--- src/nnPkg.sv ---
package nnPkg;

	// Layer geometry.
	localparam int numInputs = 15;
	localparam int numNodes = 4;

	// Q7.8 activations and outputs.
	localparam int dataWidth = 16;
	localparam int fracBits = 8;

	// Wide enough for 15 full products plus the aligned bias.
	localparam int accWidth = 38;

	// Register map, byte addresses.
	localparam int addrWidth = 8;
	localparam logic [addrWidth-1:0] actBase = 8'h00;
	localparam logic [addrWidth-1:0] ctrlAddr = 8'h40;
	localparam logic [addrWidth-1:0] statusAddr = 8'h44;
	localparam logic [addrWidth-1:0] resultBase = 8'h80;

	localparam logic [1:0] respOkay = 2'b00;
	localparam logic [1:0] respSlverr = 2'b10;

	// Sign bit over a 15-bit magnitude.
	typedef struct packed {
		logic sign;
		logic [dataWidth-2:0] magnitude;
	} signMagnitude;

	typedef union packed {
		logic [dataWidth-1:0] raw;
		signMagnitude sm;
	} weightWord;

	// Sign-magnitude Q7.8, one row per node.
	localparam weightWord weightTable [numNodes][numInputs] = '{
		'{
			16'h804D, 16'h018A, 16'h0133, 16'h00BA, 16'h03A2,
			16'h0092, 16'h015E, 16'h0226, 16'h815C, 16'h0276,
			16'h81AF, 16'h80F1, 16'h8062, 16'h8024, 16'h00C7
		},
		'{
			16'h0110, 16'h80A4, 16'h0057, 16'h81C2, 16'h0238,
			16'h8019, 16'h00E6, 16'h0301, 16'h8097, 16'h0045,
			16'h812B, 16'h0188, 16'h80D3, 16'h0260, 16'h8071
		},
		'{
			16'h8205, 16'h00F3, 16'h8132, 16'h0089, 16'h80B8,
			16'h027C, 16'h0014, 16'h8166, 16'h01D9, 16'h8043,
			16'h00A1, 16'h8310, 16'h0127, 16'h80EE, 16'h019B
		},
		'{
			16'h00C4, 16'h0169, 16'h8036, 16'h8210, 16'h00FA,
			16'h803C, 16'h02B1, 16'h80E9, 16'h0075, 16'h014D,
			16'h8288, 16'h0021, 16'h81A6, 16'h00D8, 16'h8113
		}
	};

	localparam weightWord biasTable [numNodes] = '{
		16'h800A, 16'h0040, 16'h8080, 16'h0100
	};

endpackage

--- src/neuronNode.sv ---
`timescale 1ns/1ps

module neuronNode
	import nnPkg::*;
#(
	parameter int nodeIndex = 0
)
(
	input logic clk,
	input logic reset,
	input logic [numInputs*dataWidth-1:0] activations,
	input logic start,
	output logic [dataWidth-1:0] nodeOut,
	output logic nodeValid
);

	logic signed [dataWidth-1:0] weights [numInputs];
	logic signed [dataWidth-1:0] bias;
	logic signed [dataWidth-1:0] actReg [numInputs];
	logic signed [2*dataWidth-1:0] products [numInputs];
	logic signed [accWidth-1:0] sum;
	logic signed [accWidth-1:0] scaled;
	logic [dataWidth-1:0] clipped;
	logic inValid;
	logic prodValid;

	// Sign-magnitude to two's complement.
	function automatic logic signed [dataWidth-1:0] decodeWeight(input weightWord word);
		logic signed [dataWidth-1:0] magnitude;
		magnitude = $signed({1'b0, word.sm.magnitude});
		return word.sm.sign ? -magnitude : magnitude;
	endfunction

	always_comb
	begin
		for (int i = 0; i < numInputs; i++)
			weights[i] = decodeWeight(weightTable[nodeIndex][i]);
	end

	assign bias = decodeWeight(biasTable[nodeIndex]);

	// Stage 1.
	always_ff @(posedge clk)
	begin
		for (int i = 0; i < numInputs; i++)
			actReg[i] <= $signed(activations[i*dataWidth +: dataWidth]);
	end

	// Stage 2, full 32-bit products.
	always_ff @(posedge clk)
	begin
		for (int i = 0; i < numInputs; i++)
			products[i] <= actReg[i] * weights[i];
	end

	// Bias aligned to the Q14.16 product scale.
	always_comb
	begin
		sum = accWidth'(bias) <<< fracBits;
		for (int i = 0; i < numInputs; i++)
			sum = sum + products[i];
		scaled = sum >>> fracBits;
	end

	// ReLU, then saturate to the largest positive Q7.8.
	always_comb
	begin
		if (scaled[accWidth-1])
			clipped = '0;
		else if (|scaled[accWidth-2:dataWidth-1])
			clipped = {1'b0, {(dataWidth-1){1'b1}}};
		else
			clipped = scaled[dataWidth-1:0];
	end

	// Stage 3.
	always_ff @(posedge clk)
	begin
		nodeOut <= clipped;
	end

	always_ff @(posedge clk)
	begin
		if (reset)
		begin
			inValid <= 1'b0;
			prodValid <= 1'b0;
			nodeValid <= 1'b0;
		end
		else
		begin
			inValid <= start;
			prodValid <= inValid;
			nodeValid <= prodValid;
		end
	end

	assert property (@(posedge clk) disable iff (reset)
		nodeValid == $past(start, 3));

endmodule

--- config.mk ---
export PLATFORM = sky130hd
export DESIGN_NAME = neuronNode
export DESIGN_NICKNAME = d
export VERILOG_FILES = /design/src/nnPkg.sv /design/src/neuronNode.sv
export SDC_FILE = /design/constraint.sdc
export NUM_CORES = 2
export LEC_CHECK = 0
export ABC_AREA = 0
export BUFFER_PORTS_ARGS = -buffer_cell sky130_fd_sc_hd__clkbuf_2
export CORE_MARGIN = 3
export CORE_UTILIZATION = 40
export CTS_BUF_LIST = sky130_fd_sc_hd__clkbuf_8
export CTS_CLUSTER_DIAMETER = 40
export DETAILED_ROUTE_END_ITERATION = 8
export PLACE_DENSITY = 0.69
export SLEW_MARGIN = 20
export SYNTH_ARGS = -nofsm -noshare
export SYNTH_HDL_FRONTEND = slang
export SYNTH_SLANG_ARGS = --single-unit
--- constraint.sdc ---
create_clock -name clk -period 5.4 [get_ports clk]
set_input_delay 1.35 -clock clk [delete_from_list [all_inputs] [get_ports clk]]
set_output_delay 1.35 -clock clk [all_outputs]
set_load 0.01 [all_outputs]
==> flow_metrics.tcl <==
set metrics [dict create \
    vias 39600 \
    syn_nets 7967 \
    drc 0 \
    slew_headroom 0.490 \
    synth_top_area_share 0.302 \
    status "finished with violations" \
    cpMaxStageDelayCell "fa_1" \
    drv_slew 0 \
    crit_chain "inv_1 > fa_1 > inv_1 > fa_1 > fa_1 > fa_1 > fa_1 > inv_1 > fa_1 > inv_1 > ha_1 > a2111o_1 > a31oi_2 > o211a_4 > nand4bb_4 > and2_4 > buf_4 > nand4b_1 > a311oi_2 > o2111ai_2 > buf_12 > o21a_1" \
    crit_top_cell "fa_1" \
    synth-edff-count 0 \
    cts.hold.buffers_added 0 \
    core.rowCount 142 \
    finalCriticalPeriod_ns 6.18 \
    hold_ws_ns 0.393 \
    synth_cell_types 81 \
    syn_inst 5712 \
    dr.pass1.iters 5 \
    wl_per_cell_um 17.9 \
    cts_root_buf "clkbuf_8" \
    setup_violations 15 \
    fin_crit_sh 1.14 \
    cp.arrival_ns 6.91 \
    io_pins 260 \
    syn2layout_area_growth_pct 13.0 \
    via_per_inst 4.74 \
    initial_core_util 0.403 \
    synth_seq_cells 629 \
    startpoint_type "flip-flop" \
    worstSetupPathType "reg -> reg" \
    fin_skew_ns 0.0387 \
    seq_area_mm2 0.0126 \
    ys_seq_area_frac 0.208 \
    overflow 0 \
    ant_nets 0 \
    tightestPinTransition_ns 0.759 \
    clk_pin_slew_ns 0.06 \
    drive_gt1_frac 0.109 \
    required_ns 6.13 \
    num-nets-final 8486 \
    synthTopCellsByArea "fa_1 30%, ha_1 23%, dfxtp_1 21%, inv_1 8.8%, xnor2_1 3.5%" \
    cts.sinks 629 \
    grt_usage 0.198 \
    cts_tree "built" \
    hold_class "reg -> reg" \
    clk_path_buf_depth 3 \
    yosysWarningCount 0 \
    antenna_found_initial 16 \
    hpwl_um 132000 \
    cap_violations 0 \
    drt_iter0_drc 1759 \
    setup_slack_ns -0.779 \
    crit_buf_inv 6 \
    first_global_vias 42700 \
    core_mm2 0.150 \
    die_h_um 395 \
    place_area_mm2 0.0655 \
    hold_viol 0 \
    die_area_mm2 0.156 \
    violations "setup timing" \
    rsz0062_at_grt "yes" \
    die_x_um 395 \
    numCtsBuffers 133 \
    design_area_mm2 0.0685 \
    numPortBuffers 259 \
    yosys_most_used_dff "dfxtp_1" \
    crit_family "adder cells" \
    grt_pass1_wl_um 237000 \
    yosys.area.top_type "fa_1" \
    worstSkewPairLatency_ns 0.85 \
    nFillCells 13900 \
    htreeDepth 4 \
    wirelength_um 150000 \
    fmax_mhz 162 \
    syn_area_per_cell_um2 10.6 \
    grt_max_degree 19 \
    path_max_fanout 15 \
    routabilityCongestion 0.913 \
    multiInputGateArea_mm2 0.0427 \
    endpoint_kind "flip-flop" \
    critPathMaxStageDelay_ns 0.61 \
    synth-async-reset-ratio 0 \
    netlist_area_mm2 0.0606 \
]
==> placed cells by master (no fill, tap or decap), drive strengths merged, types with 10 or more instances in the layout <==
cell type  count
inv         1459
ha          1097
fa           915
dfxtp        629
clkbuf       413
xnor2        245
nor2         191
a21oi        185
buf          136
nand2        108
o21ai        100
xor2          80
nor3          74
nand3         67
a21o          66
o21a          50
nor2b         45
nand2b        37
and3          37
a211oi        32
o21bai        31
or2           23
or3           22
a31oi         21
o211ai        20
and2          18
clkinv        17
o31ai         16
clkinvlp      15
bufinv        13
o41ai         13
a31o          12
diode         11
a211o         11
mux2i         10
==> sequential cells by signal, indices dropped and copies added, names as in the netlist <==
register   flops
nodeValid      1
inValid        1
nodeOut       16
products     370
actReg       240
prodValid      1
==> metrics by stage <==
step,TNS (ns),utilization,worst slack (ns),std cells
after floorplan,-6.11,-,-0.453,5712
after global placement,-11.29,0.436,-0.755,8111
after detailed placement,-11.30,0.436,-0.763,8111
after CTS,-11.55,0.456,-0.780,8345
after global routing,-14.31,0.456,-0.971,8348
final,-11.53,0.456,-0.779,8356
==> per-layer routing <==
metal	share of wire	vias up	GRT usage
met4	0.024	2	0.0513
met1	0.44	19500	0.260
li1	-	19200	-
met5	0.000087	-	0
met2	0.48	785	0.333
met3	0.056	180	0.0375
==> cells in the mapped netlist, types with 4 or more instances <==
cell type / number
nor3b_1: 5
fa_1: 915
a211o_1: 11
nor2b_1: 45
nor3_1: 74
o211ai_1: 20
a2111oi_0: 4
or2_2: 23
a41oi_1: 6
a31oi_1: 20
inv_1: 1425
nand2_1: 108
nand3_1: 67
mux2_2: 8
and3_1: 37
nor2_1: 191
o21a_1: 50
o41ai_1: 10
o21ai_0: 94
nand3b_1: 6
mux2i_1: 10
nand4_1: 8
nand2b_1: 37
a211oi_1: 32
and2_1: 18
xor2_1: 80
o21ai_1: 6
o311ai_0: 5
clkbuf_1: 10
o31a_1: 8
o21bai_1: 31
a31o_2: 11
ha_1: 1097
a21o_1: 66
xnor2_1: 245
nor4_1: 9
o22ai_1: 5
a21oi_1: 184
a2111o_1: 4
dfxtp_1: 629
or3_1: 22
o31ai_1: 16
==> layout make-up <==
class	instances	area share
Multi-Input combinational cell	3647	0.624
Sequential cell	629	0.184
Inverter	1425	0.0781
Tap cell	2016	0.0368
Timing Repair Buffer	395	0.0342
Clock buffer	154	0.0310
Clock inverter	79	0.0120
Antenna cell	11	0.000402
==> repair_timing <==
item,4_1_cts,5_1_grt
pin swaps,4,7
setup endpoints to repair,15,20
setup buffers,1,0
gates resized for setup,3,11
==> worst register-to-register path: stages, from the launching register on <==
cell,delay [ns]
dfxtp_1,0.32
inv_1,0.06
fa_1,0.53
inv_1,0.06
fa_1,0.61
fa_1,0.46
fa_1,0.46
fa_1,0.49
inv_1,0.05
fa_1,0.47
inv_1,0.04
ha_1,0.19
a2111o_1,0.40
a31oi_2,0.20
o211a_4,0.24
nand4bb_4,0.20
and2_4,0.17
buf_4,0.10
nand4b_1,0.10
a311oi_2,0.34
o2111ai_2,0.18
buf_12,0.19
o21a_1,0.21
==> cell families after synthesis <==
logic type / synth area share
DFF: 0.208
muxes: 0.00314
AOI/OAI and AO/OA: 0.0698
other: 0.0000619
xor gates and xnor gates: 0.0470
adders and majority gates: 0.529
buffers and inverters: 0.0891
and+or+nand+nor: 0.0540
==> worst paths after layout <==
kind	endpoint	depth (start not counted)	slack [ns]	start
max	nodeOut[1]$_SDFF_PP0_	22	-0.78	products[1][104]$_DFF_P_
min	products[0][161]$_DFF_P_	0	0.39	actReg[0][80]$_DFF_P_
max reg2reg	nodeOut[1]$_SDFF_PP0_	22	-0.78	products[1][104]$_DFF_P_
min reg2reg	products[0][161]$_DFF_P_	0	0.39	actReg[0][80]$_DFF_P_
Power is not shown: default switching activity piles up to over one toggle a cycle in this logic, so the estimate is an artifact.
