**config.mk**
```make
export PLATFORM = sky130hd
export DESIGN_NAME = axiLiteSlave
export DESIGN_NICKNAME = d
export VERILOG_FILES = /design/src/nnPkg.sv /design/src/axiLiteSlave.sv
export SDC_FILE = /design/constraint.sdc
export NUM_CORES = 1
export LEC_CHECK = 0
export ABC_AREA = 1
export CAP_MARGIN = 40
export CORE_AREA = 2 2 160 162
export DETAILED_ROUTE_END_ITERATION = 12
export DIE_AREA = 0 0 162 164
export DONT_BUFFER_PORTS = 1
export GPL_ROUTABILITY_DRIVEN = 0
export PLACE_DENSITY_LB_ADDON = 0.08
export SYNTH_ARGS = -nofsm -noshare
export SYNTH_HDL_FRONTEND = slang
export SYNTH_SLANG_ARGS = --single-unit
```
**constraint.sdc**
```tcl
create_clock -name clk -period 2.8 [get_ports clk]
set_clock_uncertainty 0.15 [all_clocks]
set_input_delay 0.28 -clock clk [delete_from_list [all_inputs] [get_ports clk]]
set_output_delay 0.28 -clock clk [all_outputs]
set_load 0.02 [all_outputs]
```
**src/nnPkg.sv**
```systemverilog
package nnPkg;

	// Layer geometry.
	localparam int numInputs = 15;
	localparam int numNodes = 4;

	// Q7.8 activations and outputs.
	localparam int dataWidth = 16;
	localparam int fracBits = 8;

	// Wide enough for 15 full products plus the aligned bias.
	localparam int accWidth = 38;

	// Register map, byte addresses.
	localparam int addrWidth = 8;
	localparam logic [addrWidth-1:0] actBase = 8'h00;
	localparam logic [addrWidth-1:0] ctrlAddr = 8'h40;
	localparam logic [addrWidth-1:0] statusAddr = 8'h44;
	localparam logic [addrWidth-1:0] resultBase = 8'h80;

	localparam logic [1:0] respOkay = 2'b00;
	localparam logic [1:0] respSlverr = 2'b10;

	// Sign bit over a 15-bit magnitude.
	typedef struct packed {
		logic sign;
		logic [dataWidth-2:0] magnitude;
	} signMagnitude;

	typedef union packed {
		logic [dataWidth-1:0] raw;
		signMagnitude sm;
	} weightWord;

	// Sign-magnitude Q7.8, one row per node.
	localparam weightWord weightTable [numNodes][numInputs] = '{
		'{
			16'h804D, 16'h018A, 16'h0133, 16'h00BA, 16'h03A2,
			16'h0092, 16'h015E, 16'h0226, 16'h815C, 16'h0276,
			16'h81AF, 16'h80F1, 16'h8062, 16'h8024, 16'h00C7
		},
		'{
			16'h0110, 16'h80A4, 16'h0057, 16'h81C2, 16'h0238,
			16'h8019, 16'h00E6, 16'h0301, 16'h8097, 16'h0045,
			16'h812B, 16'h0188, 16'h80D3, 16'h0260, 16'h8071
		},
		'{
			16'h8205, 16'h00F3, 16'h8132, 16'h0089, 16'h80B8,
			16'h027C, 16'h0014, 16'h8166, 16'h01D9, 16'h8043,
			16'h00A1, 16'h8310, 16'h0127, 16'h80EE, 16'h019B
		},
		'{
			16'h00C4, 16'h0169, 16'h8036, 16'h8210, 16'h00FA,
			16'h803C, 16'h02B1, 16'h80E9, 16'h0075, 16'h014D,
			16'h8288, 16'h0021, 16'h81A6, 16'h00D8, 16'h8113
		}
	};

	localparam weightWord biasTable [numNodes] = '{
		16'h800A, 16'h0040, 16'h8080, 16'h0100
	};

endpackage

```
**src/axiLiteSlave.sv**
```systemverilog
`timescale 1ns/1ps

module axiLiteSlave
	import nnPkg::*;
(
	input logic clk,
	input logic reset,
	input logic [addrWidth-1:0] awaddr,
	input logic awvalid,
	output logic awready,
	input logic [31:0] wdata,
	input logic [3:0] wstrb,
	input logic wvalid,
	output logic wready,
	output logic [1:0] bresp,
	output logic bvalid,
	input logic bready,
	input logic [addrWidth-1:0] araddr,
	input logic arvalid,
	output logic arready,
	output logic [31:0] rdata,
	output logic [1:0] rresp,
	output logic rvalid,
	input logic rready,
	output logic [numInputs*dataWidth-1:0] activations,
	output logic start,
	input logic [numNodes*dataWidth-1:0] results,
	input logic busy,
	input logic done
);

	logic [dataWidth-1:0] actRegs [numInputs];

	logic [addrWidth-1:0] wrOffset;
	logic [addrWidth-1:0] rdActOffset;
	logic [addrWidth-1:0] rdResOffset;
	logic [$clog2(numInputs)-1:0] wrIndex;
	logic [$clog2(numInputs)-1:0] rdActIndex;
	logic [$clog2(numNodes)-1:0] rdResIndex;
	logic wrIsAct;
	logic wrIsCtrl;
	logic rdIsAct;
	logic rdIsResult;
	logic writeFire;
	logic readFire;
	logic [1:0] writeResp;
	logic [1:0] readResp;
	logic [31:0] readData;

	// Address and data are taken in the same cycle.
	assign wready = awready;
	assign writeFire = awready && awvalid && wvalid;
	assign readFire = arready && arvalid;

	assign wrOffset = awaddr - actBase;
	assign wrIndex = wrOffset[2 +: $clog2(numInputs)];
	assign wrIsAct = (wrOffset[1:0] == 2'b00) && (wrOffset < addrWidth'(4 * numInputs));
	assign wrIsCtrl = (awaddr == ctrlAddr);
	assign writeResp = (wrIsAct || wrIsCtrl) ? respOkay : respSlverr;

	// A start while busy is dropped but still answers OKAY.
	assign start = writeFire && wrIsCtrl && wstrb[0] && wdata[0] && !busy;

	always_ff @(posedge clk)
	begin
		if (reset)
		begin
			awready <= 1'b0;
			bvalid <= 1'b0;
		end
		else
		begin
			awready <= awvalid && wvalid && !bvalid && !awready;
			if (writeFire)
				bvalid <= 1'b1;
			else if (bready)
				bvalid <= 1'b0;
		end
	end

	always_ff @(posedge clk)
	begin
		if (writeFire)
			bresp <= writeResp;
	end

	// Byte lanes 0 and 1 only, the upper half is not stored.
	always_ff @(posedge clk)
	begin
		if (writeFire && wrIsAct)
		begin
			if (wstrb[0])
				actRegs[wrIndex][7:0] <= wdata[7:0];
			if (wstrb[1])
				actRegs[wrIndex][15:8] <= wdata[15:8];
		end
	end

	always_comb
	begin
		for (int i = 0; i < numInputs; i++)
			activations[i*dataWidth +: dataWidth] = actRegs[i];
	end

	assign rdActOffset = araddr - actBase;
	assign rdResOffset = araddr - resultBase;
	assign rdActIndex = rdActOffset[2 +: $clog2(numInputs)];
	assign rdResIndex = rdResOffset[2 +: $clog2(numNodes)];
	assign rdIsAct = (rdActOffset[1:0] == 2'b00) && (rdActOffset < addrWidth'(4 * numInputs));
	assign rdIsResult = (rdResOffset[1:0] == 2'b00) && (rdResOffset < addrWidth'(4 * numNodes));

	always_comb
	begin
		readData = '0;
		readResp = respOkay;
		if (rdIsAct)
			readData[dataWidth-1:0] = actRegs[rdActIndex];
		else if (rdIsResult)
			readData[dataWidth-1:0] = results[rdResIndex*dataWidth +: dataWidth];
		else if (araddr == statusAddr)
			readData[1:0] = {done, busy};
		else if (araddr != ctrlAddr)
			readResp = respSlverr;
	end

	always_ff @(posedge clk)
	begin
		if (reset)
		begin
			arready <= 1'b0;
			rvalid <= 1'b0;
		end
		else
		begin
			arready <= arvalid && !rvalid && !arready;
			if (readFire)
				rvalid <= 1'b1;
			else if (rready)
				rvalid <= 1'b0;
		end
	end

	always_ff @(posedge clk)
	begin
		if (readFire)
		begin
			rdata <= readData;
			rresp <= readResp;
		end
	end

	// Responses hold with stable payload until taken.
	assert property (@(posedge clk) disable iff (reset)
		bvalid && !bready |=> bvalid && $stable(bresp));
	assert property (@(posedge clk) disable iff (reset)
		rvalid && !rready |=> rvalid && $stable(rdata) && $stable(rresp));

endmodule

```
==> summary.md <==
| Metric | Value |
|---|---|
| Mean Syn Cell Area | 9.57 µm² |
| CP Buf/Inv Count | 4 |
| Number of global-route vias before repair | 9,157 |
| Hold WS | 0.0172 ns |
| Setup violations, final | 0 |
| CP Launch Type | input port |
| DRT iter0 DRCs | 854 |
| Fill cells | 2,153 |
| Most frequent cells in the layout | 605 x nand2_1, 274 x edfxtp_1, 147 x inv_1 |
| Slew Limit Fails | 0 |
| Yosys top cell by area | edfxtp_1 |
| Setup_tns | 0 ns |
| Leading cell type in the layout, fill and taps excluded | nand2_1 |
| CP Capture Type | flop |
| Most used DFF post-synth | edfxtp_1 |
| Worst slew pin tran | 0.821 ns |
| CTS tree | built |
| Area grow syn2layout | 18.2% |
| Die width | 162 µm |
| DRC viols | 0 |
| Main combinational cell family by area after synthesis | simple AND/OR/NAND/NOR gates |
| Layout cells sized above 1 | 0.0715 |
| Post-route cell area | 14,900 µm² |
| Family with the most delay on the worst path | buffers and inverters |
| Post-Synth Adder-Cell Area | 0 |
| HPWL Detailed | 28,100 µm |
| Place WS | 0.603 ns |
| Fmax | 414 MHz |
| Post-synthesis sequential area ratio | 0.658 |
| Gr ovfl total | 0 |
| Asr flop ratio synth | 0 |
| Type of the worst setup path | input port to flop |
| Final antenna-violating net count | 0 |
| Post-Layout Cell Count | 1,775 |
| Num rows | 58 |
| Synth Register Bits | 278 |
| Placement Cell Area | 13,100 µm² |
| Mapped cell area | 12,600 µm² |
| Yosys warning count | 0 |
| Die Span Y | 164 µm |
| CP Max Fanout | 147 |
| Critical path arrival | 2.55 ns |
| Vias post-DR | 9,445 |
| RSZ-0062 raised after global routing | no |
| Num CTS Buffers | 29 |
| Cell Chain, Critical Path | inv_4 > buf_12 > nor2_4 > a22oi_1 > dlygate4sd3_1 > o21ai_0 > dlygate4sd3_1 > nand2_1 > nand2_1 |
| Core Util, Final | 0.601 |
| VDD IR-drop max | 450 µV |
| Vias per Instance | 5.32 |
| Synth Instances | 1,319 |
| Largest net degree at the start of global routing | 148 |
| Initial antenna violation count | 5 |
| Simple-Gate Fraction of Synth Area | 0.233 |
| Leakage | 6.48 nW |
| EDFF count, synth | 274 |
| Dpl cells | 1,650 |
| WP data required | 2.94 ns |
| CORE AREA | 24,800 µm² |
| Post-cts sizing count | 0 |
| Hold Path Class | input port to flop |
| First-pass GRT wire length | 57,600 µm |
| Area share of the largest cell type after synthesis | 0.652 |
| Final setup slack of the worst path | 0.383 ns |
| Die area | 26,600 µm² |
| CP peak stage delay | 0.59 ns |
| Run status | finished, final reports clean |
| Pwr Density | 647 nW/µm² |
| Multiplexer share of the synthesized area | 0 |
| Post-Synth XOR/XNOR Area | 0 |
| DR pass1 iterations | 5 |
| CP max stage cell | dlygate4sd3_1 |
| Sink Count | 278 |
| Worst skew pair latency | 0.54 ns |
| Port bufs | 0 |
| Avg WL per Cell | 22.7 µm |
| Top cells by area, synth | edfxtp_1 65%, nand2_1 18%, inv_1 4.4% |
| Max H-tree Level | 1 |
| CTS max path bufs | 3 |
| WL final | 40,400 µm |
| Synth cell types | 27 |
| Starting Density | 0.509 |
| Fin crit share | 0.863 |
| Hold Vio Cnt, Final | 0 |
| Root buf cell | clkbuf_16 |
| Synth Area in Compound Gates | 0.0303 |
| Clk slew on worst S/H paths | 0.06 ns |
| IO Pins | 407 |
| Tot Pwr | 9.66 mW |
| Layout Nets | 1,545 |
| GR Util All Layers | 0.296 |
| Max cap viols | 0 |
| Post-route minimum period | 2.42 ns |
| Worst slew margin | 0.451 |
[worst register-to-register path, cell delays in order, from the launching register on]
cell     delay (ns)
dfxtp_1        0.35
nand3_1        0.11
inv_1          0.13
nand3_1        0.47
nor2_1         0.28
buf_4          0.23
[state kept, by name (all words and copies together) (netlist names)]
name / cells
actRegs: 256
rdata: 16
arready: 1
awready: 1
bresp: 1
bvalid: 1
rresp: 1
rvalid: 1
[worst paths after layout]
kind | from | endpoint | slack [ns] | depth (start not counted)
hold reg to reg | arready | arready | 0.46 | 1
hold / removal | results[52] | rdata[4] | 0.02 | 4
setup reg to reg | awready | actRegs[11][4] | 0.78 | 5
setup / recovery | araddr[2] | rdata[12] | 0.38 | 9
[where the power goes]
group	internal [mW]	switching, mW	total, mW
registers	4.60	0.0152	4.61
clock network	2.82	1.65	4.47
logic	0.202	0.376	0.578
[repair_timing]
item / in CTS / in global routing
hold buffers: 69 / 0
buffers inserted: 0 / 0
hold endpoints to repair: 278 / 0
[synth_stat cells (2+ instances only)]
master    count
nand3_1      69
a22oi_1      14
dfxtp_1       4
buf_1         4
nand2_1     605
inv_2         2
nor2_1       62
nor3b_1       2
inv_1       147
o21ai_1      20
nand4_1       2
buf_2        25
nor4_1        3
buf_4        29
a21oi_1       2
nor2_2        2
clkbuf_1     17
o21ai_0      28
edfxtp_1    274
[metal layers]
metal,vias up,share of wire,global-route usage
met5,-,0.00032,0
met4,2,0.028,0.0877
met3,57,0.11,0.0955
met2,486,0.47,0.482
met1,4507,0.40,0.380
li1,4393,-,-
[cell families (layout without fill, tap and decap cells)]
group | count (synthesis) | in the layout
compound gates | 66 | 66
buf+inv | 226 | 315
flops | 278 | 278
other cells | 1 | 38
simple gates | 748 | 748
[final cells by class]
type	instances	area (µm²)	area share
flip-flops and latches	278	8310	0.557
clock inverters	23	387	0.0259
clock buffers	29	726	0.0486
repair buffers	113	1070	0.0717
diodes	4	10.0	0.000671
inverters	150	566	0.0379
well taps	330	413	0.0277
multi-input cells	848	3450	0.231
Power figures use the tool's default switching activity.
