[src/nnPkg.sv]
package nnPkg;

	// Layer geometry.
	localparam int numInputs = 15;
	localparam int numNodes = 4;

	// Q7.8 activations and outputs.
	localparam int dataWidth = 16;
	localparam int fracBits = 8;

	// Wide enough for 15 full products plus the aligned bias.
	localparam int accWidth = 38;

	// Register map, byte addresses.
	localparam int addrWidth = 8;
	localparam logic [addrWidth-1:0] actBase = 8'h00;
	localparam logic [addrWidth-1:0] ctrlAddr = 8'h40;
	localparam logic [addrWidth-1:0] statusAddr = 8'h44;
	localparam logic [addrWidth-1:0] resultBase = 8'h80;

	localparam logic [1:0] respOkay = 2'b00;
	localparam logic [1:0] respSlverr = 2'b10;

	// Sign bit over a 15-bit magnitude.
	typedef struct packed {
		logic sign;
		logic [dataWidth-2:0] magnitude;
	} signMagnitude;

	typedef union packed {
		logic [dataWidth-1:0] raw;
		signMagnitude sm;
	} weightWord;

	// Sign-magnitude Q7.8, one row per node.
	localparam weightWord weightTable [numNodes][numInputs] = '{
		'{
			16'h804D, 16'h018A, 16'h0133, 16'h00BA, 16'h03A2,
			16'h0092, 16'h015E, 16'h0226, 16'h815C, 16'h0276,
			16'h81AF, 16'h80F1, 16'h8062, 16'h8024, 16'h00C7
		},
		'{
			16'h0110, 16'h80A4, 16'h0057, 16'h81C2, 16'h0238,
			16'h8019, 16'h00E6, 16'h0301, 16'h8097, 16'h0045,
			16'h812B, 16'h0188, 16'h80D3, 16'h0260, 16'h8071
		},
		'{
			16'h8205, 16'h00F3, 16'h8132, 16'h0089, 16'h80B8,
			16'h027C, 16'h0014, 16'h8166, 16'h01D9, 16'h8043,
			16'h00A1, 16'h8310, 16'h0127, 16'h80EE, 16'h019B
		},
		'{
			16'h00C4, 16'h0169, 16'h8036, 16'h8210, 16'h00FA,
			16'h803C, 16'h02B1, 16'h80E9, 16'h0075, 16'h014D,
			16'h8288, 16'h0021, 16'h81A6, 16'h00D8, 16'h8113
		}
	};

	localparam weightWord biasTable [numNodes] = '{
		16'h800A, 16'h0040, 16'h8080, 16'h0100
	};

endpackage

[src/activationStore.sv]
`timescale 1ns/1ps

module activationStore
	import nnPkg::*;
(
	input logic clk,
	input logic reset,
	input logic start,
	input logic [numNodes*dataWidth-1:0] nodeOut,
	input logic [numNodes-1:0] nodeValid,
	output logic [numNodes*dataWidth-1:0] results,
	output logic busy,
	output logic done
);

	logic allValid;

	// Nodes share one start, so their valids line up.
	assign allValid = &nodeValid;

	always_ff @(posedge clk)
	begin
		if (reset)
		begin
			results <= '0;
			busy <= 1'b0;
			done <= 1'b0;
		end
		else if (start)
		begin
			busy <= 1'b1;
			done <= 1'b0;
		end
		else if (allValid)
		begin
			results <= nodeOut;
			busy <= 1'b0;
			done <= 1'b1;
		end
	end

	assert property (@(posedge clk) disable iff (reset)
		|nodeValid |-> allValid);

	// Start is gated by busy upstream, so valid only lands in a busy window.
	assert property (@(posedge clk) disable iff (reset)
		|nodeValid |-> busy);

endmodule

[config.mk]
export PLATFORM = sky130hd
export DESIGN_NAME = activationStore
export DESIGN_NICKNAME = d
export VERILOG_FILES = /design/src/nnPkg.sv /design/src/activationStore.sv
export SDC_FILE = /design/constraint.sdc
export NUM_CORES = 1
export LEC_CHECK = 0
export BUFFER_PORTS_ARGS = -buffer_cell sky130_fd_sc_hd__clkbuf_2
export CORE_ASPECT_RATIO = 0.9
export CORE_MARGIN = 2
export CORE_UTILIZATION = 50
export DETAILED_ROUTE_END_ITERATION = 8
export PLACE_DENSITY = 0.91
export RECOVER_POWER = 25
export SYNTH_ARGS = -nofsm -noshare
export SYNTH_HDL_FRONTEND = slang
export SYNTH_SLANG_ARGS = --single-unit
[constraint.sdc]
create_clock -name clk -period 2.2 [get_ports clk]
set_clock_uncertainty 0.05 [all_clocks]
set_input_delay 0.44 -clock clk [delete_from_list [all_inputs] [get_ports clk]]
set_output_delay 0.44 -clock clk [all_outputs]
set_load 0.005 [all_outputs]
==> results.rst, run 1 <==
.. list-table::
   :header-rows: 1

   * - Metric
     - Value
   * - DRC errors left
     - 0
   * - HPWL after DPL
     - between 4000 and 5000 µm
   * - Antenna Nets Post-Route
     - 0
   * - Number of distinct library cells after synthesis
     - 12
   * - Proportion of power drawn by combinational gates
     - 8.3%
   * - Net switching power of the design
     - 506 µW
   * - Area delta synth->final
     - 27.2%
   * - H-tree depth reported by CTS
     - 3
   * - Power Dens Cells
     - roughly 640 nW/µm²
   * - Reported max-cap violation count
     - 0
   * - Initial standard-cell utilization of the core
     - a little over half
   * - Mean area per synthesized cell
     - ~11 µm²
   * - Main area contributors after synthesis
     - dfxtp_1 44%, nand2b_1 27%, mux2i_1 21%
   * - CORE AREA
     - 5730 µm²
   * - Maximum number of buffers from clock root to sink
     - 2
   * - Max rail drop VDD
     - around 0.00056 V
   * - Critical-path maximum fanout
     - between 60 and 70
   * - Share of synthesized area occupied by flip-flops and latches
     - ~44%
   * - Pleak
     - approximately 1.6 nW
   * - Tmin final
     - between 1 and 1.5 ns
   * - Leading cell type in the layout, fill and taps excluded
     - clkbuf_2
   * - Number of antenna violations at the first check in global routing
     - 0
   * - Setup Slack @ Placement
     - about 0.57 ns
   * - Power share of the clock group
     - approximately 41%
   * - Wire length after detailed routing
     - between 5000 and 6000 µm
   * - Worst hold slack
     - ~0.30 ns
   * - Final Power
     - ~2.4 mW
   * - Worst path max stage delay
     - 0.37 ns
   * - Slew @ Worst Pin
     - roughly 0.45 ns
   * - Gr ovfl total
     - 0
   * - Weighted congestion at the end of routability-driven global placement
     - a little over 0.7
   * - Fin. max-slew vios
     - 0
   * - TritonCTS Sinks
     - 66
   * - Total negative setup slack
     - 0 ns
   * - Post-synthesis instance area
     - 3000 µm²
   * - Row Count
     - 26
   * - Number of hold violations in the final report
     - 0
   * - Die Width
     - 85.6 µm
   * - Number of iterations in the first detailed-routing pass
     - 4
   * - Cell internal pwr
     - 1.92 mW
   * - Final number of setup-violating endpoints
     - 0
   * - Top-level I/O count
     - around 140
   * - Period Utilization, post-route
     - between 60% and 70%
   * - Clock tree from TritonCTS
     - built
   * - Final worst slack
     - roughly 0.76 ns
   * - Number of hold-repair buffers added at the cts stage
     - 0
   * - Worst slew slack as a fraction of its limit
     - between 60 and 70%
   * - Gate count after technology mapping
     - about 280
   * - CP Data Required Time
     - approximately 2.4 ns
   * - Unrepaired setup endpoints after global routing
     - false
   * - Sequential group share of total power
     - 50.4%
   * - Category of the most critical setup path
     - in2reg
   * - Number of resized instances in the post-cts repair step
     - 0
   * - Number of buffer cells added on primary ports
     - 136
   * - Cell at the root of the clock tree
     - clkbuf_8
   * - Most frequent cells in the layout
     - 135 x clkbuf_2, 128 x nand2b_1, 66 x dfxtp_1
   * - First-pass GRT wire length
     - ~9600 µm
   * - Maximum number of pins on one net before global-route repair
     - about 130
   * - Run status
     - finished clean
   * - Class of the tightest hold or removal check
     - in2reg
   * - Buffers inserted during post-CTS setup optimization
     - 0
   * - Antenna diode count
     - 0
   * - Vias in the first global route
     - around 2300
   * - Avg Vias per Cell
     - 4.67
   * - Total nets after synthesis
     - approximately 360
   * - Switching portion of total power
     - a little over a fifth
   * - Cell type of the slowest stage on the worst timing path
     - buf_12
   * - Die outline height
     - 77.5 µm
   * - Number of violations reported at the end of detailed-routing iteration 0
     - 58
   * - Number of nets in the layout
     - between 400 and 500
   * - Fraction of layout cells with a size suffix above 1
     - 36.1%
   * - Detailed-route wire length per cell
     - approximately 12 µm
   * - Fraction of synthesized cell area taken by the top area cell type
     - between 40% and 50%
   * - Cell breakdown of the critical path
     - clkbuf_2 -> nand4_1 -> nor2_8 -> buf_12 -> mux2i_1
   * - CP bufs+invs
     - 2
   * - Worst skew pair latency
     - roughly 0.32 ns
   * - Number of flip-flops and latches in the synthesized netlist
     - between 60 and 70
   * - Number of warning messages in the yosys log
     - 0
   * - Full die area
     - approximately 6600 µm²
   * - Number of CTS-inserted buffers
     - 9
   * - Element type at the critical path end
     - flip-flop
   * - Startpoint types
     - input pin
   * - CP delay by family, top
     - buffers and inverters
   * - Vias after detailed routing
     - approximately 2300
   * - Endpoint arrival time on the critical path
     - about 1.6 ns
   * - Cell taking the most area after synthesis
     - dfxtp_1
   * - Aggregate global-route resource usage
     - ~18%
   * - Clk pin slew, worst setup/hold paths
     - 0.07 ns
   * - Highest clock rate
     - about 690 MHz
[stage by stage]
| step | instance area [µm²] | util, % | cells |
|---|---|---|---|
| after detailed placement | 3630 | 63.4 | 472 |
| after global routing | 3810 | 66.6 | 488 |
| final | 3810 | 66.6 | 488 |
| after CTS | 3830 | 66.9 | 488 |
| after floorplan | 3000 | - | 284 |
| after global placement | 3630 | 63.4 | 472 |
[cells in the mapped netlist, drive strengths merged]
cell type,number
nor2,2
clkbuf,13
buf,7
dfxtp,66
mux2i,64
inv,1
nand4,1
nand2b,128
a211oi,1
a21oi,1
[routing by layer]
layer  vias up  GRT usage, %  part of all wire, %  wire [µm]
met3         7          6.06                  8.2        476
li1       1172             -                    -          -
met5         -             0                    0          0
met4         0          8.57                  1.2         70
met1      1018          19.3                   42       2450
met2        80          31.6                   48       2820
[final timing paths]
path / to / startpoint / slack, ns / cells past startpoint
worst max-delay path: results[16]$_SDFFE_PP0P_ / nodeValid[2] / 0.76 / 5
worst min-delay path: results[44]$_SDFFE_PP0P_ / nodeOut[44] / 0.30 / 3
worst max register to register: done$_SDFFE_PP0P_ / done$_SDFFE_PP0P_ / 1.52 / 2
worst min register to register: done$_SDFFE_PP0P_ / done$_SDFFE_PP0P_ / 0.42 / 2
[power groups by stage]
stage                     registers (mW)  logic (mW)  clock network [mW]
after floorplan                     1.25       0.115                   0
after global placement              1.25       0.201                   0
after detailed placement            1.25       0.206                   0
after CTS                           1.22       0.207                1.03
after global routing                1.22       0.224                1.08
final                               1.22       0.201                1.00
[sequential cells by signal, summed over array words and instances (netlist names)]
register and cells:
results 64, busy 1, done 1
[worst min-delay path, cell delays in order]
cell	delay, ns
clkbuf_2	0.08
nand2b_1	0.05
mux2i_1	0.06
[final cells by class]
class	count	area, µm²
inverter	1	3.75
clock inverter	2	35.0
multi-input combinational	197	1480
fill	472	1910
clock buffer	14	163
timing repair buffer	138	719
sequential	66	1320
tap	70	87.6
[logic make-up after synthesis]
logic type / after synthesis / share of synthesized area [%]
and+or+nand+nor: 131 / 28.2
DFF: 66 / 44.1
muxes: 64 / 21.4
buffers and inverters: 21 / 5.93
AOI/OAI and AO/OA: 2 / 0.417
Note: power is estimated with default switching activity, not from simulation.
==> run 2: changes to the inputs <==
Settings changed: CORE_UTILIZATION 50 to 42, PLACE_DENSITY 0.91 to 0.82.
Clock period 2.2 ns to 1.3 ns, I/O delays scaled along.
==> results.rst, run 2 (synthesized netlist as in run 1, its figures left out) <==
.. list-table::
   :header-rows: 1

   * - Metric
     - Value
   * - Vias after detailed routing
     - 2308 (was 2277)
   * - Register name with the most flops
     - results (unchanged)
   * - Net switching power of the design
     - 882 µW (was 506 µW)
   * - Class of the tightest hold or removal check
     - in2reg (unchanged)
   * - Die outline height
     - 84.2 µm (was 77.5 µm)
   * - Tmin final
     - ~1.2 ns
   * - Final worst slack
     - 0.119 ns (was 0.757 ns)
   * - DRC errors left
     - 0 (unchanged)
   * - Maximum number of buffers from clock root to sink
     - 2 (unchanged)
   * - Area delta synth->final
     - 29.1% (was 27.2%)
   * - Crit Reg-Reg Startpoint
     - done$_SDFFE_PP0P_ (unchanged)
   * - Power share of the clock group
     - 39.3% (was 41.3%)
   * - Fin. max-slew vios
     - 0 (unchanged)
   * - Number of nets in the layout
     - 486 (was 484)
   * - Buffers inserted during post-CTS setup optimization
     - 0 (unchanged)
   * - Number of CTS-inserted buffers
     - 9 (unchanged)
   * - Cell type of the slowest stage on the worst timing path
     - buf_4 (was buf_12)
   * - H-tree depth reported by CTS
     - 3 (unchanged)
   * - Switching portion of total power
     - 22.1% (was 20.9%)
   * - Worst hold slack
     - 0.117 ns (was 0.300 ns)
   * - Endpoint arrival time on the critical path
     - 1.38 ns (was 1.64 ns)
   * - Number of violations reported at the end of detailed-routing iteration 0
     - 65 (was 58)
   * - Period Utilization, post-route
     - 90.8%
   * - Worst reg2reg path depth
     - 2 (unchanged)
   * - CP delay by family, top
     - buffers and inverters (unchanged)
   * - Category of the most critical setup path
     - in2reg (unchanged)
   * - Wire length after detailed routing
     - 5970 µm (was 5820 µm)
   * - Number of buffer cells added on primary ports
     - 136 (unchanged)
   * - Row Count
     - 29 (was 26)
   * - Hold Path Sink
     - results[61]$_SDFFE_PP0P_ (was results[44]$_SDFFE_PP0P_)
   * - Cell breakdown of the critical path
     - clkbuf_2 -> nand4_4 -> nor2_8 -> buf_4 -> mux2i_1 (was clkbuf_2 -> nand4_1 -> nor2_8 -> buf_12 -> mux2i_1)
   * - Weighted congestion at the end of routability-driven global placement
     - 0.707 (was 0.708)
   * - Setup Slack @ Placement
     - -0.00961 ns (was 0.572 ns)
   * - Die Width
     - 93.1 µm (was 85.6 µm)
   * - Sequential group share of total power
     - 51.8% (was 50.4%)
   * - Leading cell type in the layout, fill and taps excluded
     - clkbuf_2 (unchanged)
   * - Hold Path Depth
     - 3 (unchanged)
   * - Unrepaired setup endpoints after global routing
     - false (unchanged)
   * - Run status
     - finished clean (unchanged)
   * - Cell at the root of the clock tree
     - clkbuf_8 (unchanged)
   * - Worst skew pair latency
     - 0.33 ns (was 0.32 ns)
   * - Post-route non-filler standard cell count
     - 513 (was 488)
   * - HPWL after DPL
     - 4370 µm (was 4120 µm)
   * - Instance count after placement with tap cells included
     - 497 (was 472)
   * - Worst path depth
     - 5 (unchanged)
   * - Max rail drop VDD
     - 0.000659 V (was 0.000559 V)
   * - Top-level I/O count
     - 137 (unchanged)
   * - First-pass GRT wire length
     - 9770 µm (was 9630 µm)
   * - Number of antenna violations at the first check in global routing
     - 0 (unchanged)
   * - Slew @ Worst Pin
     - 0.534 ns (was 0.451 ns)
   * - CORE AREA
     - 6970 µm² (was 5730 µm²)
   * - Power Dens Cells
     - 1030 nW/µm² (was 636 nW/µm²)
   * - Regs by FF count
     - results (64), busy (1), done (1) (unchanged)
   * - Worst path max stage delay
     - 0.45 ns (was 0.37 ns)
   * - Number of hold violations in the final report
     - 0 (unchanged)
   * - Worst slew slack as a fraction of its limit
     - 64.4% (was 69.9%)
   * - Vias in the first global route
     - 2225 (was 2264)
   * - Clock tree from TritonCTS
     - built (unchanged)
   * - Aggregate global-route resource usage
     - 15.6% (was 18.0%)
   * - Element type at the critical path end
     - flip-flop (unchanged)
   * - Initial standard-cell utilization of the core
     - 43.0% (was 52.4%)
   * - Startpoint of the lowest-slack hold path
     - nodeOut[61] (was nodeOut[44])
   * - Final number of setup-violating endpoints
     - 0 (unchanged)
   * - Cell internal pwr
     - 3.11 mW (was 1.92 mW)
   * - Pleak
     - 1.66 nW (was 1.64 nW)
   * - Clk pin slew, worst setup/hold paths
     - 0.07 ns (about the same)
   * - CP bufs+invs
     - 2 (unchanged)
   * - Endpoint of the worst register-to-register path
     - done$_SDFFE_PP0P_ (unchanged)
   * - Startpoint types
     - input pin (unchanged)
   * - Antenna diode count
     - 0 (unchanged)
   * - Full die area
     - 7830 µm² (was 6630 µm²)
   * - Most frequent cells in the layout
     - 136 x clkbuf_2, 128 x nand2b_1, 66 x dfxtp_1 (was 135 x clkbuf_2, 128 x nand2b_1, 66 x dfxtp_1)
   * - Reg-to-reg slack, setup
     - 0.60 ns (was 1.52 ns)
   * - Gr ovfl total
     - 0 (unchanged)
   * - CP Data Required Time
     - 1.50 ns (was 2.39 ns)
   * - TritonCTS Sinks
     - 66 (unchanged)
   * - Antenna Nets Post-Route
     - 0 (unchanged)
   * - Reported max-cap violation count
     - 0 (unchanged)
   * - Critical-path maximum fanout
     - 33 (was 64)
   * - Highest clock rate
     - between 800 and 900 MHz
   * - Maximum number of pins on one net before global-route repair
     - 67 (was 131)
   * - Number of resized instances in the post-cts repair step
     - 0 (unchanged)
   * - Flip-flop count of the largest register, all copies and words added
     - 64 (unchanged)
   * - Proportion of power drawn by combinational gates
     - 8.9% (was 8.3%)
   * - Avg Vias per Cell
     - 4.50 (was 4.67)
   * - Fraction of layout cells with a size suffix above 1
     - 37.1% (was 36.1%)
   * - Number of iterations in the first detailed-routing pass
     - 4 (unchanged)
   * - Detailed-route wire length per cell
     - 11.6 µm (was 11.9 µm)
   * - Number of hold-repair buffers added at the cts stage
     - 0 (unchanged)
## run 2: per-stage QoR
step / util (%) / cell area (µm²) / TNS [ns] / power [mW]
after detailed placement: 53.1 / 3700 / -0.00961 / 2.47
after floorplan: - / 3000 / 0 / 2.31
final: 55.6 / 3870 / 0 / 3.99
after CTS: 55.7 / 3880 / 0 / 4.06
after global routing: 55.6 / 3870 / 0 / 4.20
after global placement: 53.1 / 3700 / 0 / 2.46
## run 2: area by class of cell
class,instances,area [µm²]
clock buffer,14,173
clock inverter,2,10.0
fill,656,3100
inverter,1,3.75
multi-input combinational,197,1500
sequential,66,1320
tap,93,116
timing repair buffer,140,748
## run 2: tightest hold or removal path, cell delays in order
cell and delay (ns):
clkbuf_2 0.08, nand2b_1 0.05, mux2i_1 0.06
## run 2: per-layer routing
| metal | global-route usage (%) | vias up | routed length [µm] |
|---|---|---|---|
| li1 | - | 1177 | - |
| met1 | 17.7 | 1044 | 2590 |
| met2 | 26.2 | 79 | 2820 |
| met3 | 6.82 | 8 | 480 |
| met4 | 5.75 | 0 | 73 |
| met5 | 0 | - | 0 |
## run 2: how the worst max path moves through the flow
| stage | from | end |
|---|---|---|
| floorplan | nodeValid[3] | results[0]$_SDFFE_PP0P_ |
| global placement | nodeValid[3] | results[62]$_SDFFE_PP0P_ |
| detailed placement | nodeValid[3] | results[14]$_SDFFE_PP0P_ |
| CTS | results[60]$_SDFFE_PP0P_ | results[60] |
| global route | nodeValid[3] | results[19]$_SDFFE_PP0P_ |
| finish | nodeValid[3] | results[14]$_SDFFE_PP0P_ |
## run 2: power groups by stage
stage | Clock, mW | Sequential, mW | Combinational (mW)
floorplan | 0 | 2.11 | 0.194
global placement | 0 | 2.11 | 0.351
detailed placement | 0 | 2.11 | 0.360
CTS | 1.64 | 2.06 | 0.361
global route | 1.74 | 2.07 | 0.393
finish | 1.57 | 2.07 | 0.354
==> run 3: changes to the inputs <==
Settings changed: CORE_UTILIZATION 42 to 44, CTS_BUF_LIST set to sky130_fd_sc_hd__clkbuf_4 sky130_fd_sc_hd__clkbuf_8, PLACE_DENSITY 0.82 to 0.85.
==> results.rst, run 3 (synthesized netlist as in run 1, its figures left out) <==
.. list-table::
   :header-rows: 1

   * - Metric
     - Value
   * - Run status
     - finished clean (unchanged)
   * - Worst reg2reg path depth
     - 2 (unchanged)
   * - Vias after detailed routing
     - 2316 (was 2308)
   * - Antenna Nets Post-Route
     - 0 (unchanged)
   * - Register name with the most flops
     - results (unchanged)
   * - Detailed-route wire length per cell
     - 11.8 µm (was 11.6 µm)
   * - Unrepaired setup endpoints after global routing
     - false (unchanged)
   * - Highest clock rate
     - 865 MHz (was 847 MHz)
   * - Area delta synth->final
     - 28.3% (was 29.1%)
   * - Antenna diode count
     - 0 (unchanged)
   * - Clk pin slew, worst setup/hold paths
     - 0.07 ns (about the same)
   * - Fin. max-slew vios
     - 0 (unchanged)
   * - Critical-path maximum fanout
     - 31 (was 33)
   * - Die Width
     - 91.0 µm (was 93.1 µm)
   * - Leading cell type in the layout, fill and taps excluded
     - clkbuf_2 (unchanged)
   * - Period Utilization, post-route
     - 89.0% (was 90.8%)
   * - DRC errors left
     - 0 (unchanged)
   * - Buffers inserted during post-CTS setup optimization
     - 0 (unchanged)
   * - Reported max-cap violation count
     - 0 (unchanged)
   * - CORE AREA
     - 6590 µm² (was 6970 µm²)
   * - HPWL after DPL
     - 4330 µm (was 4370 µm)
   * - Category of the most critical setup path
     - in2reg (unchanged)
   * - Startpoint of the lowest-slack hold path
     - nodeOut[4] (was nodeOut[61])
   * - Weighted congestion at the end of routability-driven global placement
     - 0.675 (was 0.707)
   * - Tmin final
     - 1.16 ns (was 1.18 ns)
   * - Final worst slack
     - 0.143 ns (was 0.119 ns)
   * - Gr ovfl total
     - 0 (unchanged)
   * - Max rail drop VDD
     - 0.000488 V (was 0.000659 V)
   * - Final Power
     - 3.87 mW (was 3.99 mW)
   * - Launching instance or port of the critical path
     - nodeValid[3] (unchanged)
   * - Clock tree from TritonCTS
     - built (unchanged)
   * - Initial standard-cell utilization of the core
     - 45.5% (was 43.0%)
   * - Number of buffer cells added on primary ports
     - 136 (unchanged)
   * - Worst slew slack as a fraction of its limit
     - 66.0% (was 64.4%)
   * - Maximum number of buffers from clock root to sink
     - 2 (unchanged)
   * - Class of the tightest hold or removal check
     - in2reg (unchanged)
   * - Wire length after detailed routing
     - 5980 µm (was 5970 µm)
   * - Full die area
     - 7490 µm² (was 7830 µm²)
   * - Cell at the root of the clock tree
     - clkbuf_8 (unchanged)
   * - Most frequent cells in the layout
     - 136 x clkbuf_2, 128 x nand2b_1, 66 x dfxtp_1 (unchanged)
   * - Die outline height
     - 82.3 µm (was 84.2 µm)
   * - Top-level I/O count
     - 137 (unchanged)
   * - Aggregate global-route resource usage
     - 16.0% (was 15.6%)
   * - Slew @ Worst Pin
     - 0.511 ns (was 0.534 ns)
   * - Vias in the first global route
     - 2204 (was 2225)
   * - Row Count
     - 28 (was 29)
   * - Number of violations reported at the end of detailed-routing iteration 0
     - 75 (was 65)
   * - Endpoint arrival time on the critical path
     - 1.35 ns (was 1.38 ns)
   * - Number of hold violations in the final report
     - 0 (unchanged)
   * - Number of nets in the layout
     - 486 (unchanged)
   * - Number of CTS-inserted buffers
     - 9 (unchanged)
   * - Final number of setup-violating endpoints
     - 0 (unchanged)
   * - Crit Reg-Reg Startpoint
     - done$_SDFFE_PP0P_ (unchanged)
   * - Startpoint types
     - input pin (unchanged)
   * - Total negative setup slack
     - 0 ns (unchanged)
   * - First-pass GRT wire length
     - 9600 µm (was 9770 µm)
   * - Avg Vias per Cell
     - 4.56 (was 4.50)
   * - H-tree depth reported by CTS
     - 3 (unchanged)
   * - TritonCTS Sinks
     - 66 (unchanged)
   * - Post-Route Utilization
     - 58.4% (was 55.6%)
   * - Number of hold-repair buffers added at the cts stage
     - 0 (unchanged)
   * - Area after detailed placement
     - 3700 µm² (about the same)
   * - Element type at the critical path end
     - flip-flop (unchanged)
   * - Flip-flop count of the largest register, all copies and words added
     - 64 (unchanged)
   * - Maximum number of pins on one net before global-route repair
     - 71 (was 67)
   * - Worst skew pair latency
     - 0.33 ns (about the same)
   * - Pleak
     - 1.64 nW (was 1.66 nW)
   * - Hold Path Depth
     - 3 (unchanged)
   * - Number of resized instances in the post-cts repair step
     - 0 (unchanged)
   * - Number of iterations in the first detailed-routing pass
     - 4 (unchanged)
   * - Number of antenna violations at the first check in global routing
     - 0 (unchanged)
   * - CP Data Required Time
     - 1.50 ns (about the same)
   * - Power Dens Cells
     - 1010 nW/µm² (was 1030 nW/µm²)
   * - Fraction of layout cells with a size suffix above 1
     - 37.3% (was 37.1%)
   * - Regs by FF count
     - results (64), busy (1), done (1) (unchanged)
   * - Finished Cell Area
     - 3850 µm² (was 3870 µm²)
   * - Setup Slack @ Placement
     - 0.0116 ns (was -0.00961 ns)
## run 3: cell types whose count changed in the layout (fill, tap and decap cells not counted)
cell / change
clkbuf_1: -2
clkbuf_4: +1
clkbuf_8: -2
clkinvlp_4: +1
## run 3: where the power goes
group / switching, mW / internal [mW] / total, mW
registers: 0.0152 / 2.05 / 2.07
logic: 0.144 / 0.212 / 0.356
clock network: 0.715 / 0.737 / 1.45
total: 0.874 / 3.00 / 3.87
## run 3: area by class of cell
cell class / count / area [µm²]
clock inverters: 3 / 17.5
repair buffers: 140 / 748
flip-flops and latches: 66 / 1320
clock buffers: 11 / 145
multi-input cells: 197 / 1500
well taps: 90 / 113
inverters: 1 / 3.75
fillers: 620 / 2740
## run 3: metal layers
metal | vias up | GRT usage, % | routed length [µm]
met5 | - | 0 | 0
met4 | 0 | 5.91 | 92
li1 | 1175 | - | -
met1 | 1048 | 18.8 | 2660
met2 | 85 | 27.9 | 2790
met3 | 8 | 5.08 | 433
## run 3: worst paths after layout
check | to | slack (ns)
worst max-delay path | results[42]$_SDFFE_PP0P_ | 0.14
worst min-delay path | results[4]$_SDFFE_PP0P_ | 0.11
worst max register to register | done$_SDFFE_PP0P_ | 0.60
worst min register to register | results[29]$_SDFFE_PP0P_ | 0.42
## run 3: through the flow
step | cells | hold WS [ns]
floorplan | 284 | 0.283
global placement | 494 | 0.407
detailed placement | 494 | 0.410
CTS | 508 | 0.0959
global route | 508 | 0.105
finish | 508 | 0.113
## run 3: worst max-delay path, cell delays in order
cell and delay (ns):
clkbuf_2 0.10, nand4_4 0.14, nor2_8 0.12, buf_4 0.44, mux2i_1 0.26
